[src/hdl/bt_link_pkg.sv]
/*
	Sensor to Bluetooth link: shared sizes, timing limits and packet types
*/
`default_nettype none

package bt_link_pkg;

	localparam int NUM_CHANNELS = 4;
	localparam int CHAN_BITS = 2;
	localparam int SAMPLE_BITS = 110;
	localparam int PACKET_BYTES = 16;
	localparam int BYTE_IDX_BITS = 4;
	localparam int FIFO_DEPTH = 4;
	localparam int FIFO_PTR_BITS = $clog2(FIFO_DEPTH);
	localparam int FIFO_COUNT_BITS = $clog2(FIFO_DEPTH + 1);
	localparam int TIMER_BITS = 10;
	localparam int UART_FRAME_BITS = 10;

	// Idle time after a packet, cut down for simulation
	localparam int PACKET_GAP_CYCLES = 64;
	localparam int PKT_GAP_BITS = $clog2(PACKET_GAP_CYCLES + 1);
	localparam int GAP_BITS = (PKT_GAP_BITS > TIMER_BITS) ? PKT_GAP_BITS : TIMER_BITS;

	typedef logic [SAMPLE_BITS-1:0] sample_t;
	typedef logic [CHAN_BITS-1:0] chan_t;

	typedef struct packed {
		logic [7:0] header;
		logic [1:0] pad;
		sample_t sample;
		logic [7:0] trailer;
	} packet_fields_t;

	// Entry 0 is the most significant byte, sent first
	typedef union packed {
		packet_fields_t fields;
		logic [0:PACKET_BYTES-1][7:0] bytes;
	} packet_u;

	typedef struct packed {
		logic [TIMER_BITS-1:0] cycles_per_bit;
		logic [TIMER_BITS-1:0] byte_gap;
	} link_cfg_t;

endpackage

`default_nettype wire

[src/hdl/sample_fifo.sv]
/*
	Sample FIFO for one sensor channel, drops writes while full
*/
`timescale 1ns/1ps
`default_nettype none

module sample_fifo import bt_link_pkg::*;
(
	input wire logic clock,
	input wire logic reset,
	input wire logic wr_i,
	input wire sample_t data_i,
	input wire logic rd_i,
	output sample_t data_o,
	output logic empty_o,
	output logic full_o
);

	sample_t mem [FIFO_DEPTH];
	logic [FIFO_PTR_BITS-1:0] wr_ptr_q;
	logic [FIFO_PTR_BITS-1:0] rd_ptr_q;
	logic [FIFO_COUNT_BITS-1:0] count_q;
	logic do_wr;
	logic do_rd;

	assign empty_o = (count_q == '0);
	assign full_o = (count_q == FIFO_COUNT_BITS'(FIFO_DEPTH));
	assign do_wr = wr_i && !full_o;
	assign do_rd = rd_i && !empty_o;

	// Head entry is visible without a read
	assign data_o = mem[rd_ptr_q];

	always_ff @(posedge clock)
	begin
		if (do_wr)
			mem[wr_ptr_q] <= data_i;
	end

	always_ff @(posedge clock or posedge reset)
	begin
		if (reset)
		begin
			wr_ptr_q <= '0;
			rd_ptr_q <= '0;
			count_q <= '0;
		end
		else
		begin
			if (do_wr)
				wr_ptr_q <= wr_ptr_q + 1'b1;
			if (do_rd)
				rd_ptr_q <= rd_ptr_q + 1'b1;
			if (do_wr && !do_rd)
				count_q <= count_q + 1'b1;
			else if (do_rd && !do_wr)
				count_q <= count_q - 1'b1;
		end
	end

endmodule

`default_nettype wire

[src/hdl/channel_arbiter.sv]
/*
	Round-robin arbiter, grants the next non-empty channel
	after the one served last
*/
`timescale 1ns/1ps
`default_nettype none

module channel_arbiter import bt_link_pkg::*;
(
	input wire logic clock,
	input wire logic reset,
	input wire logic [NUM_CHANNELS-1:0] empty_i,
	input wire logic advance_i,
	output logic grant_valid_o,
	output chan_t grant_chan_o
);

	chan_t last_q;

	// Scan from the channel after last_q, wrapping round
	always_comb
	begin
		chan_t idx;
		grant_valid_o = 1'b0;
		grant_chan_o = last_q;
		for (int i = 1; i <= NUM_CHANNELS; i++)
		begin
			idx = chan_t'(last_q + i);
			if (!grant_valid_o && !empty_i[idx])
			begin
				grant_valid_o = 1'b1;
				grant_chan_o = idx;
			end
		end
	end

	// Starts at the top channel so channel 0 goes first
	always_ff @(posedge clock or posedge reset)
	begin
		if (reset)
			last_q <= chan_t'(NUM_CHANNELS - 1);
		else if (advance_i)
			last_q <= grant_chan_o;
	end

endmodule

`default_nettype wire

[src/hdl/packet_framer.sv]
/*
	Packet framer: holds one 16-byte packet and steps through its bytes
*/
`timescale 1ns/1ps
`default_nettype none

module packet_framer import bt_link_pkg::*;
(
	input wire logic clock,
	input wire logic reset,
	input wire logic load_i,
	input wire chan_t chan_i,
	input wire sample_t sample_i,
	input wire logic next_byte_i,
	output logic [7:0] byte_o,
	output logic last_byte_o
);

	packet_u packet_q;
	logic [BYTE_IDX_BITS-1:0] idx_q;

	// Channel number in both header and trailer
	always_ff @(posedge clock)
	begin
		if (load_i)
		begin
			packet_q.fields.header <= 8'(chan_i);
			packet_q.fields.pad <= '0;
			packet_q.fields.sample <= sample_i;
			packet_q.fields.trailer <= 8'(chan_i);
		end
	end

	always_ff @(posedge clock or posedge reset)
	begin
		if (reset)
			idx_q <= '0;
		else if (load_i)
			idx_q <= '0;
		else if (next_byte_i)
			idx_q <= idx_q + 1'b1;
	end

	assign byte_o = packet_q.bytes[idx_q];
	assign last_byte_o = (idx_q == BYTE_IDX_BITS'(PACKET_BYTES - 1));

endmodule

`default_nettype wire

[src/hdl/uart_tx.sv]
/*
	UART transmitter, 8N1 with the bit length taken from an input
*/
`timescale 1ns/1ps
`default_nettype none

module uart_tx import bt_link_pkg::*;
(
	input wire logic clock,
	input wire logic reset,
	input wire logic start_i,
	input wire logic [7:0] data_i,
	input wire logic [TIMER_BITS-1:0] cycles_per_bit_i,
	output logic txd_o,
	output logic done_o
);

	logic busy_q;
	logic [UART_FRAME_BITS-1:0] frame_q;
	logic [3:0] bit_q;
	logic [TIMER_BITS-1:0] tick_q;
	logic bit_end;
	logic last_bit;
	logic launch;

	assign launch = start_i && !busy_q;
	assign bit_end = (tick_q == cycles_per_bit_i - 1'b1);
	assign last_bit = (bit_q == 4'(UART_FRAME_BITS - 1));

	// Stop bit, data LSB first, start bit
	always_ff @(posedge clock)
	begin
		if (launch)
			frame_q <= {1'b1, data_i, 1'b0};
		else if (busy_q && bit_end)
			frame_q <= {1'b1, frame_q[UART_FRAME_BITS-1:1]};
	end

	always_ff @(posedge clock or posedge reset)
	begin
		if (reset)
		begin
			busy_q <= 1'b0;
			bit_q <= '0;
			tick_q <= '0;
		end
		else if (launch)
		begin
			busy_q <= 1'b1;
			bit_q <= '0;
			tick_q <= '0;
		end
		else if (busy_q)
		begin
			if (bit_end)
			begin
				tick_q <= '0;
				bit_q <= bit_q + 1'b1;
				if (last_bit)
					busy_q <= 1'b0;
			end
			else
				tick_q <= tick_q + 1'b1;
		end
	end

	// Line idles high
	assign txd_o = busy_q ? frame_q[0] : 1'b1;
	// Last cycle of the stop bit
	assign done_o = busy_q && bit_end && last_bit;

endmodule

`default_nettype wire

[src/hdl/link_controller.sv]
/*
	Transmit FSM: pops a sample, sends its packet byte by byte
	and spaces bytes and packets with the gap timers
*/
`timescale 1ns/1ps
`default_nettype none

module link_controller import bt_link_pkg::*;
(
	input wire logic clock,
	input wire logic reset,
	input wire logic enable_i,
	input wire logic grant_valid_i,
	input wire logic [TIMER_BITS-1:0] byte_gap_i,
	input wire logic last_byte_i,
	input wire logic tx_done_i,
	output logic pop_o,
	output logic next_byte_o,
	output logic tx_start_o
);

	typedef enum logic [2:0] {
		IDLE,
		LOAD,
		SEND,
		WAIT_DONE,
		BYTE_GAP,
		PACKET_GAP
	} state_t;

	state_t state_q;
	state_t state_d;
	logic [GAP_BITS-1:0] gap_q;
	logic byte_gap_done;
	logic packet_gap_done;

	assign byte_gap_done = (gap_q >= GAP_BITS'(byte_gap_i));
	assign packet_gap_done = (gap_q >= GAP_BITS'(PACKET_GAP_CYCLES));

	always_comb
	begin
		state_d = state_q;
		case (state_q)
			IDLE:
			begin
				// A packet already started always runs to its end
				if (enable_i && grant_valid_i)
					state_d = LOAD;
			end
			LOAD:
				state_d = SEND;
			SEND:
				state_d = WAIT_DONE;
			WAIT_DONE:
			begin
				if (tx_done_i)
					state_d = last_byte_i ? PACKET_GAP : BYTE_GAP;
			end
			BYTE_GAP:
			begin
				if (byte_gap_done)
					state_d = SEND;
			end
			PACKET_GAP:
			begin
				if (packet_gap_done)
					state_d = IDLE;
			end
			default:
				state_d = IDLE;
		endcase
	end

	always_ff @(posedge clock or posedge reset)
	begin
		if (reset)
		begin
			state_q <= IDLE;
			gap_q <= '0;
		end
		else
		begin
			state_q <= state_d;
			// Gap counting starts at 1 in the cycle after done
			if (state_q == WAIT_DONE)
				gap_q <= GAP_BITS'(1);
			else if (state_q == BYTE_GAP || state_q == PACKET_GAP)
				gap_q <= gap_q + 1'b1;
		end
	end

	// FIFO pop and framer load share this strobe
	assign pop_o = (state_q == LOAD);
	assign tx_start_o = (state_q == SEND);
	assign next_byte_o = (state_q == BYTE_GAP) && byte_gap_done;

endmodule

`default_nettype wire

[src/hdl/bt_link_top.sv]
/*
	Sensor to Bluetooth transmit link: channel FIFOs, arbiter,
	packet framer, FSM and UART transmitter
*/
`timescale 1ns/1ps
`default_nettype none

module bt_link_top import bt_link_pkg::*;
(
	input wire logic clock,
	input wire logic reset,
	input wire logic enable_i,
	input wire logic [NUM_CHANNELS-1:0] sample_valid_i,
	input wire sample_t [NUM_CHANNELS-1:0] sample_data_i,
	input wire link_cfg_t cfg_i,
	output logic txd_o
);

	sample_t [NUM_CHANNELS-1:0] fifo_data;
	logic [NUM_CHANNELS-1:0] fifo_empty;
	logic [NUM_CHANNELS-1:0] fifo_rd;
	logic grant_valid;
	chan_t grant_chan;
	sample_t head_sample;
	logic pop;
	logic next_byte;
	logic [7:0] tx_byte;
	logic last_byte;
	logic tx_start;
	logic tx_done;

	for (genvar g = 0; g < NUM_CHANNELS; g++)
	begin : g_chan
		// Pop goes only to the granted channel
		assign fifo_rd[g] = pop && (grant_chan == chan_t'(g));

		sample_fifo i_sample_fifo (
			.clock(clock),
			.reset(reset),
			.wr_i(sample_valid_i[g]),
			.data_i(sample_data_i[g]),
			.rd_i(fifo_rd[g]),
			.data_o(fifo_data[g]),
			.empty_o(fifo_empty[g]),
			.full_o()
		);
	end

	assign head_sample = fifo_data[grant_chan];

	channel_arbiter i_channel_arbiter (
		.clock(clock),
		.reset(reset),
		.empty_i(fifo_empty),
		.advance_i(pop),
		.grant_valid_o(grant_valid),
		.grant_chan_o(grant_chan)
	);

	packet_framer i_packet_framer (
		.clock(clock),
		.reset(reset),
		.load_i(pop),
		.chan_i(grant_chan),
		.sample_i(head_sample),
		.next_byte_i(next_byte),
		.byte_o(tx_byte),
		.last_byte_o(last_byte)
	);

	link_controller i_link_controller (
		.clock(clock),
		.reset(reset),
		.enable_i(enable_i),
		.grant_valid_i(grant_valid),
		.byte_gap_i(cfg_i.byte_gap),
		.last_byte_i(last_byte),
		.tx_done_i(tx_done),
		.pop_o(pop),
		.next_byte_o(next_byte),
		.tx_start_o(tx_start)
	);

	uart_tx i_uart_tx (
		.clock(clock),
		.reset(reset),
		.start_i(tx_start),
		.data_i(tx_byte),
		.cycles_per_bit_i(cfg_i.cycles_per_bit),
		.txd_o(txd_o),
		.done_o(tx_done)
	);

endmodule

`default_nettype wire

[config.mk]
export PLATFORM = sky130hd
export DESIGN_NAME = bt_link_top
export DESIGN_NICKNAME = d
export VERILOG_FILES = /design/src/hdl/bt_link_pkg.sv /design/src/hdl/sample_fifo.sv /design/src/hdl/channel_arbiter.sv /design/src/hdl/packet_framer.sv /design/src/hdl/uart_tx.sv /design/src/hdl/link_controller.sv /design/src/hdl/bt_link_top.sv
export SDC_FILE = /design/constraint.sdc
export NUM_CORES = 2
export LEC_CHECK = 0
export BUFFER_PORTS_ARGS = -buffer_cell sky130_fd_sc_hd__clkbuf_2
export CAP_MARGIN = 20
export CORE_ASPECT_RATIO = 2
export CORE_UTILIZATION = 40
export DETAILED_ROUTE_END_ITERATION = 10
export MAX_ROUTING_LAYER = met4
export PLACE_DENSITY = 0.7
export SLEW_MARGIN = 20
export SYNTH_ARGS = -nofsm -noshare
export SYNTH_HDL_FRONTEND = slang
export SYNTH_SLANG_ARGS = --single-unit
[constraint.sdc]
create_clock -name clock -period 4.9 [get_ports clock]
set_input_delay 0.735 -clock clock [delete_from_list [all_inputs] [get_ports clock]]
set_output_delay 0.735 -clock clock [all_outputs]
set_load 0.02 [all_outputs]
==> impl_metrics.yaml <==
run_status:
  status: "finished, final reports clean"
timing:
  grt_setup_unrepaired: "no"
  worst_pin_slew_ns: 1.04
  setup_viol: 0
  max-slew-margin-rel: 0.308
  hold_viol: 0
  fin_setup_tns_ns: 0
  post-route-period-util: 0.730
  slew_violations: 0
  fmax_mhz: 280
  layout_min_cycle_time_ns: 3.58
  skew_ns: 0.0615
clock_network:
  cts_tree: "yes"
  postCtsSetupRepairBufs: 0
  clock_sinks: 1943
  max-clock-path-buffers: 4
  clockRootBuffer: "clkbuf_16"
  clk_latency_ns: 0.83
  cts_made_buffers: 174
  cts.repair.resized: 0
  cts_hold_buffers: 0
  htreeDepth: 4
  clk_pin_slew_ns: 0.07
synth:
  synthArstFlopShare: 0.0319
  ys_ff_latch: 1943
  ys.warnings.count: 0
  synth_area_per_cell_um2: 22.7
  synth_xor_xnor_area_share: 0.00568
  syn_inst: 3323
  yosys.area.top_type: "edfxtp_1"
  synth_flop_cell: "edfxtp_1"
  synth.cell_area_mm2: 0.0755
  synth_edf_count: 1880
  synth_cell_types: 66
  synth_top_family_by_area: "multiplexers"
  ys_top_cells_by_area: "edfxtp_1, mux4_2, mux2i_1"
  muxShareOfSynthArea: 0.186
  synthSimpleGateAreaFrac: 0.0135
  synth-compound-area-share: 0.00880
  yosysSeqAreaShare: 0.768
  yosys.area.top_type_share: 0.748
  syn_nets: 3831
  synth_fa_ha_area_frac: 0.00719
power:
  combPwrFrac: 0.284
  power_frac_clock: 0.260
  p_per_area_mw_per_mm2: 588
  switching_power_uw: 15600
  leakage_uw: 0.0289
  p_int_uw: 35500
  p_sw_frac: 0.306
  p_seq_frac: 0.456
  vdd_ir_drop_max_uv: 750
worst_setup_path:
  cp.required_ns: 5.58
  endpoint_kind: "flop"
  crit_chain: "or3_1, a211oi_1, or2_4, inv_1, or3_1, ha_1, inv_1, fa_1, mux2_2"
  r2r_cells: 9
  reg2reg_from: "g_chan[3].i_sample_fifo.count_q[0]"
  crit_path_max_incr_delay_ns: 0.62
  r2r-end: "g_chan[1].i_sample_fifo.count_q[1]"
  cp_max_fo: 28
  r2r_slack_ns: 1.32
  start_kind: "flop"
  arrival_ns: 4.26
  crit_start: "g_chan[3].i_sample_fifo.count_q[0]"
  cp.depth: 9
  criticalPathCategory: "flop to flop"
  crit_buf_inv: 2
  worst_path_max_delay_cell: "or2_4"
  critPathTopFamily: "simple AND/OR/NAND/NOR gates"
route:
  route.detailed.drc: 0
  wl_per_cell_um: 30.4
  drt_iter0_drc: 3166
  vias: 35900
  drt-total-wl_um: 200000
  ant_nets: 0
  dr.pass1.iters: 5
  viasPerCell: 5.44
grt:
  grt_antenna_before_repair: 109
  grt-ovfl-total: 0
  grt_pass1_vias: 37400
  grt_max_degree: 115
  track_usage: 0.216
  grt_pass1_wl_um: 279000
floorplanning:
  start_util: 0.402
  die_w_um: 309
  ios: 468
  fp.dieArea_mm2: 0.191
  dieHeight_um: 616
  core_area_mm2: 0.188
  fp-row-count: 225
finish:
  layout-drive-gt1-share: 0.327
  final_cell_mix: "edfxtp_1, clkbuf_2, mux4_2"
  final_common_cell: "edfxtp_1"
  fillers: 15500
  fin_area_mm2: 0.0870
  area_growth_pct: 15.2
  nets: 4388
worst_hold_path:
  min_path_type: "primary input to asynchronous set/reset pin"
placement:
  hpwl_um: 132000
  dpl-instance-area_mm2: 0.0813
  place_congestion: 0.820
  io_buffers: 467
flow_run:
  drv_cap: 0
==> metal layers <==
layer | up-vias | GRT usage | share of wire
li1 | 15200 | - | -
met1 | 19100 | 0.243 | 0.36
met2 | 1256 | 0.369 | 0.53
met3 | 323 | 0.0541 | 0.075
met4 | 0 | 0.0810 | 0.033
met5 | - | - | 0
==> how the worst max path moves through the flow <==
| stage | endpoint | slack [ns] |
|---|---|---|
| final | g_chan[1].i_sample_fifo.count_q[1] | 1.32 |
| after global routing | g_chan[1].i_sample_fifo.count_q[1] | 1.16 |
| after CTS | g_chan[1].i_sample_fifo.count_q[1] | 1.32 |
| after detailed placement | i_uart_tx.frame_q[7] | 1.22 |
| after global placement | i_uart_tx.frame_q[7] | 1.24 |
| after floorplan | g_chan[0].i_sample_fifo.mem[0][0] | 0.72 |
==> cells by family after synthesis <==
kind of cell             count (synthesis)
XOR/XNOR                                49
adder cells (fa/ha/maj)                 41
multiplexers                           817
flip-flops                            1943
AO/OA/AOI/OAI                           96
AND/OR/NAND/NOR                        182
buffers and inverters                  195
==> worst reg2reg max path: cells and delay by family (launching register included) <==
kind                       cells  cell delay, ns
AOI/OAI and AO/OA              1            0.26
adders and majority gates      2            0.67
buffers and inverters          2            0.30
DFF                            1            0.45
muxes                          1            0.27
and+or+nand+nor                3            1.50
==> synth_stat cells (all sizes together) (3+ instances only) <==
library cell  instances
fa                    4
o211ai                6
nand2                36
a22o                 12
nand2b                7
inv                  33
edfxtp             1880
ha                   37
buf                  61
a41oi                 4
and3                  6
nand3                24
and2                 19
mux2i               342
dfrtp                60
mux2                  9
a21oi                14
nor2b                 5
and4                  4
xnor2                25
nor2                 27
o21ai                30
a31oi                 3
nor3                 20
o21bai                3
mux4                466
clkbuf              101
a21boi                4
nand4                10
nor4                  3
or3                  13
xor2                 24
==> state kept, by name (all words and copies together) (netlist names) <==
register and flops:
i_uart_tx.busy_q 1, g_chan.i_sample_fifo.wr_ptr_q 8, i_link_controller.state_q 3, i_packet_framer.packet_q 112, i_uart_tx.tick_q 10, i_link_controller.gap_q 10
i_uart_tx.bit_q 4, i_uart_tx.frame_q 9, g_chan.i_sample_fifo.mem 1760, g_chan.i_sample_fifo.rd_ptr_q 8, i_channel_arbiter.last_q 2, i_packet_framer.idx_q 4
g_chan.i_sample_fifo.count_q 12
==> through the flow <==
stage | util | setup slack (ns) | std cells | total power [uW] | hold WS [ns]
floorplan | - | 0.717 | 3323 | 33000 | 0.457
global placement | 0.433 | 1.24 | 6201 | 38200 | 0.470
detailed placement | 0.433 | 1.22 | 6201 | 38600 | 0.485
CTS | 0.462 | 1.32 | 6506 | 51800 | 0.0461
global route | 0.463 | 1.16 | 6587 | 53000 | 0.0831
finish | 0.463 | 1.32 | 6596 | 51100 | 0.0323
==> final cells by class <==
class	count	area, um^2	area share
Timing Repair Buffer	543	3280	0.0378
Clock inverter	97	871	0.0100
Antenna cell	90	225	0.00259
Inverter	33	129	0.00148
Sequential cell	1943	58100	0.668
Tap cell	2497	3120	0.0359
Clock buffer	208	4530	0.0521
Multi-Input combinational cell	1185	16700	0.192
==> power groups by stage <==
stage          Sequential, uW  Clock [uW]  Combinational (uW)
4_1_cts                 23400       13600               14900
5_1_grt                 23600       14000               15300
3_3_place_gp            23500           0               14700
3_5_place_dp            23700           0               14900
6_report                23300       13300               14500
2_1_floorplan           23200           0                9850
No activity file was read; power rests on OpenSTA's default activity.
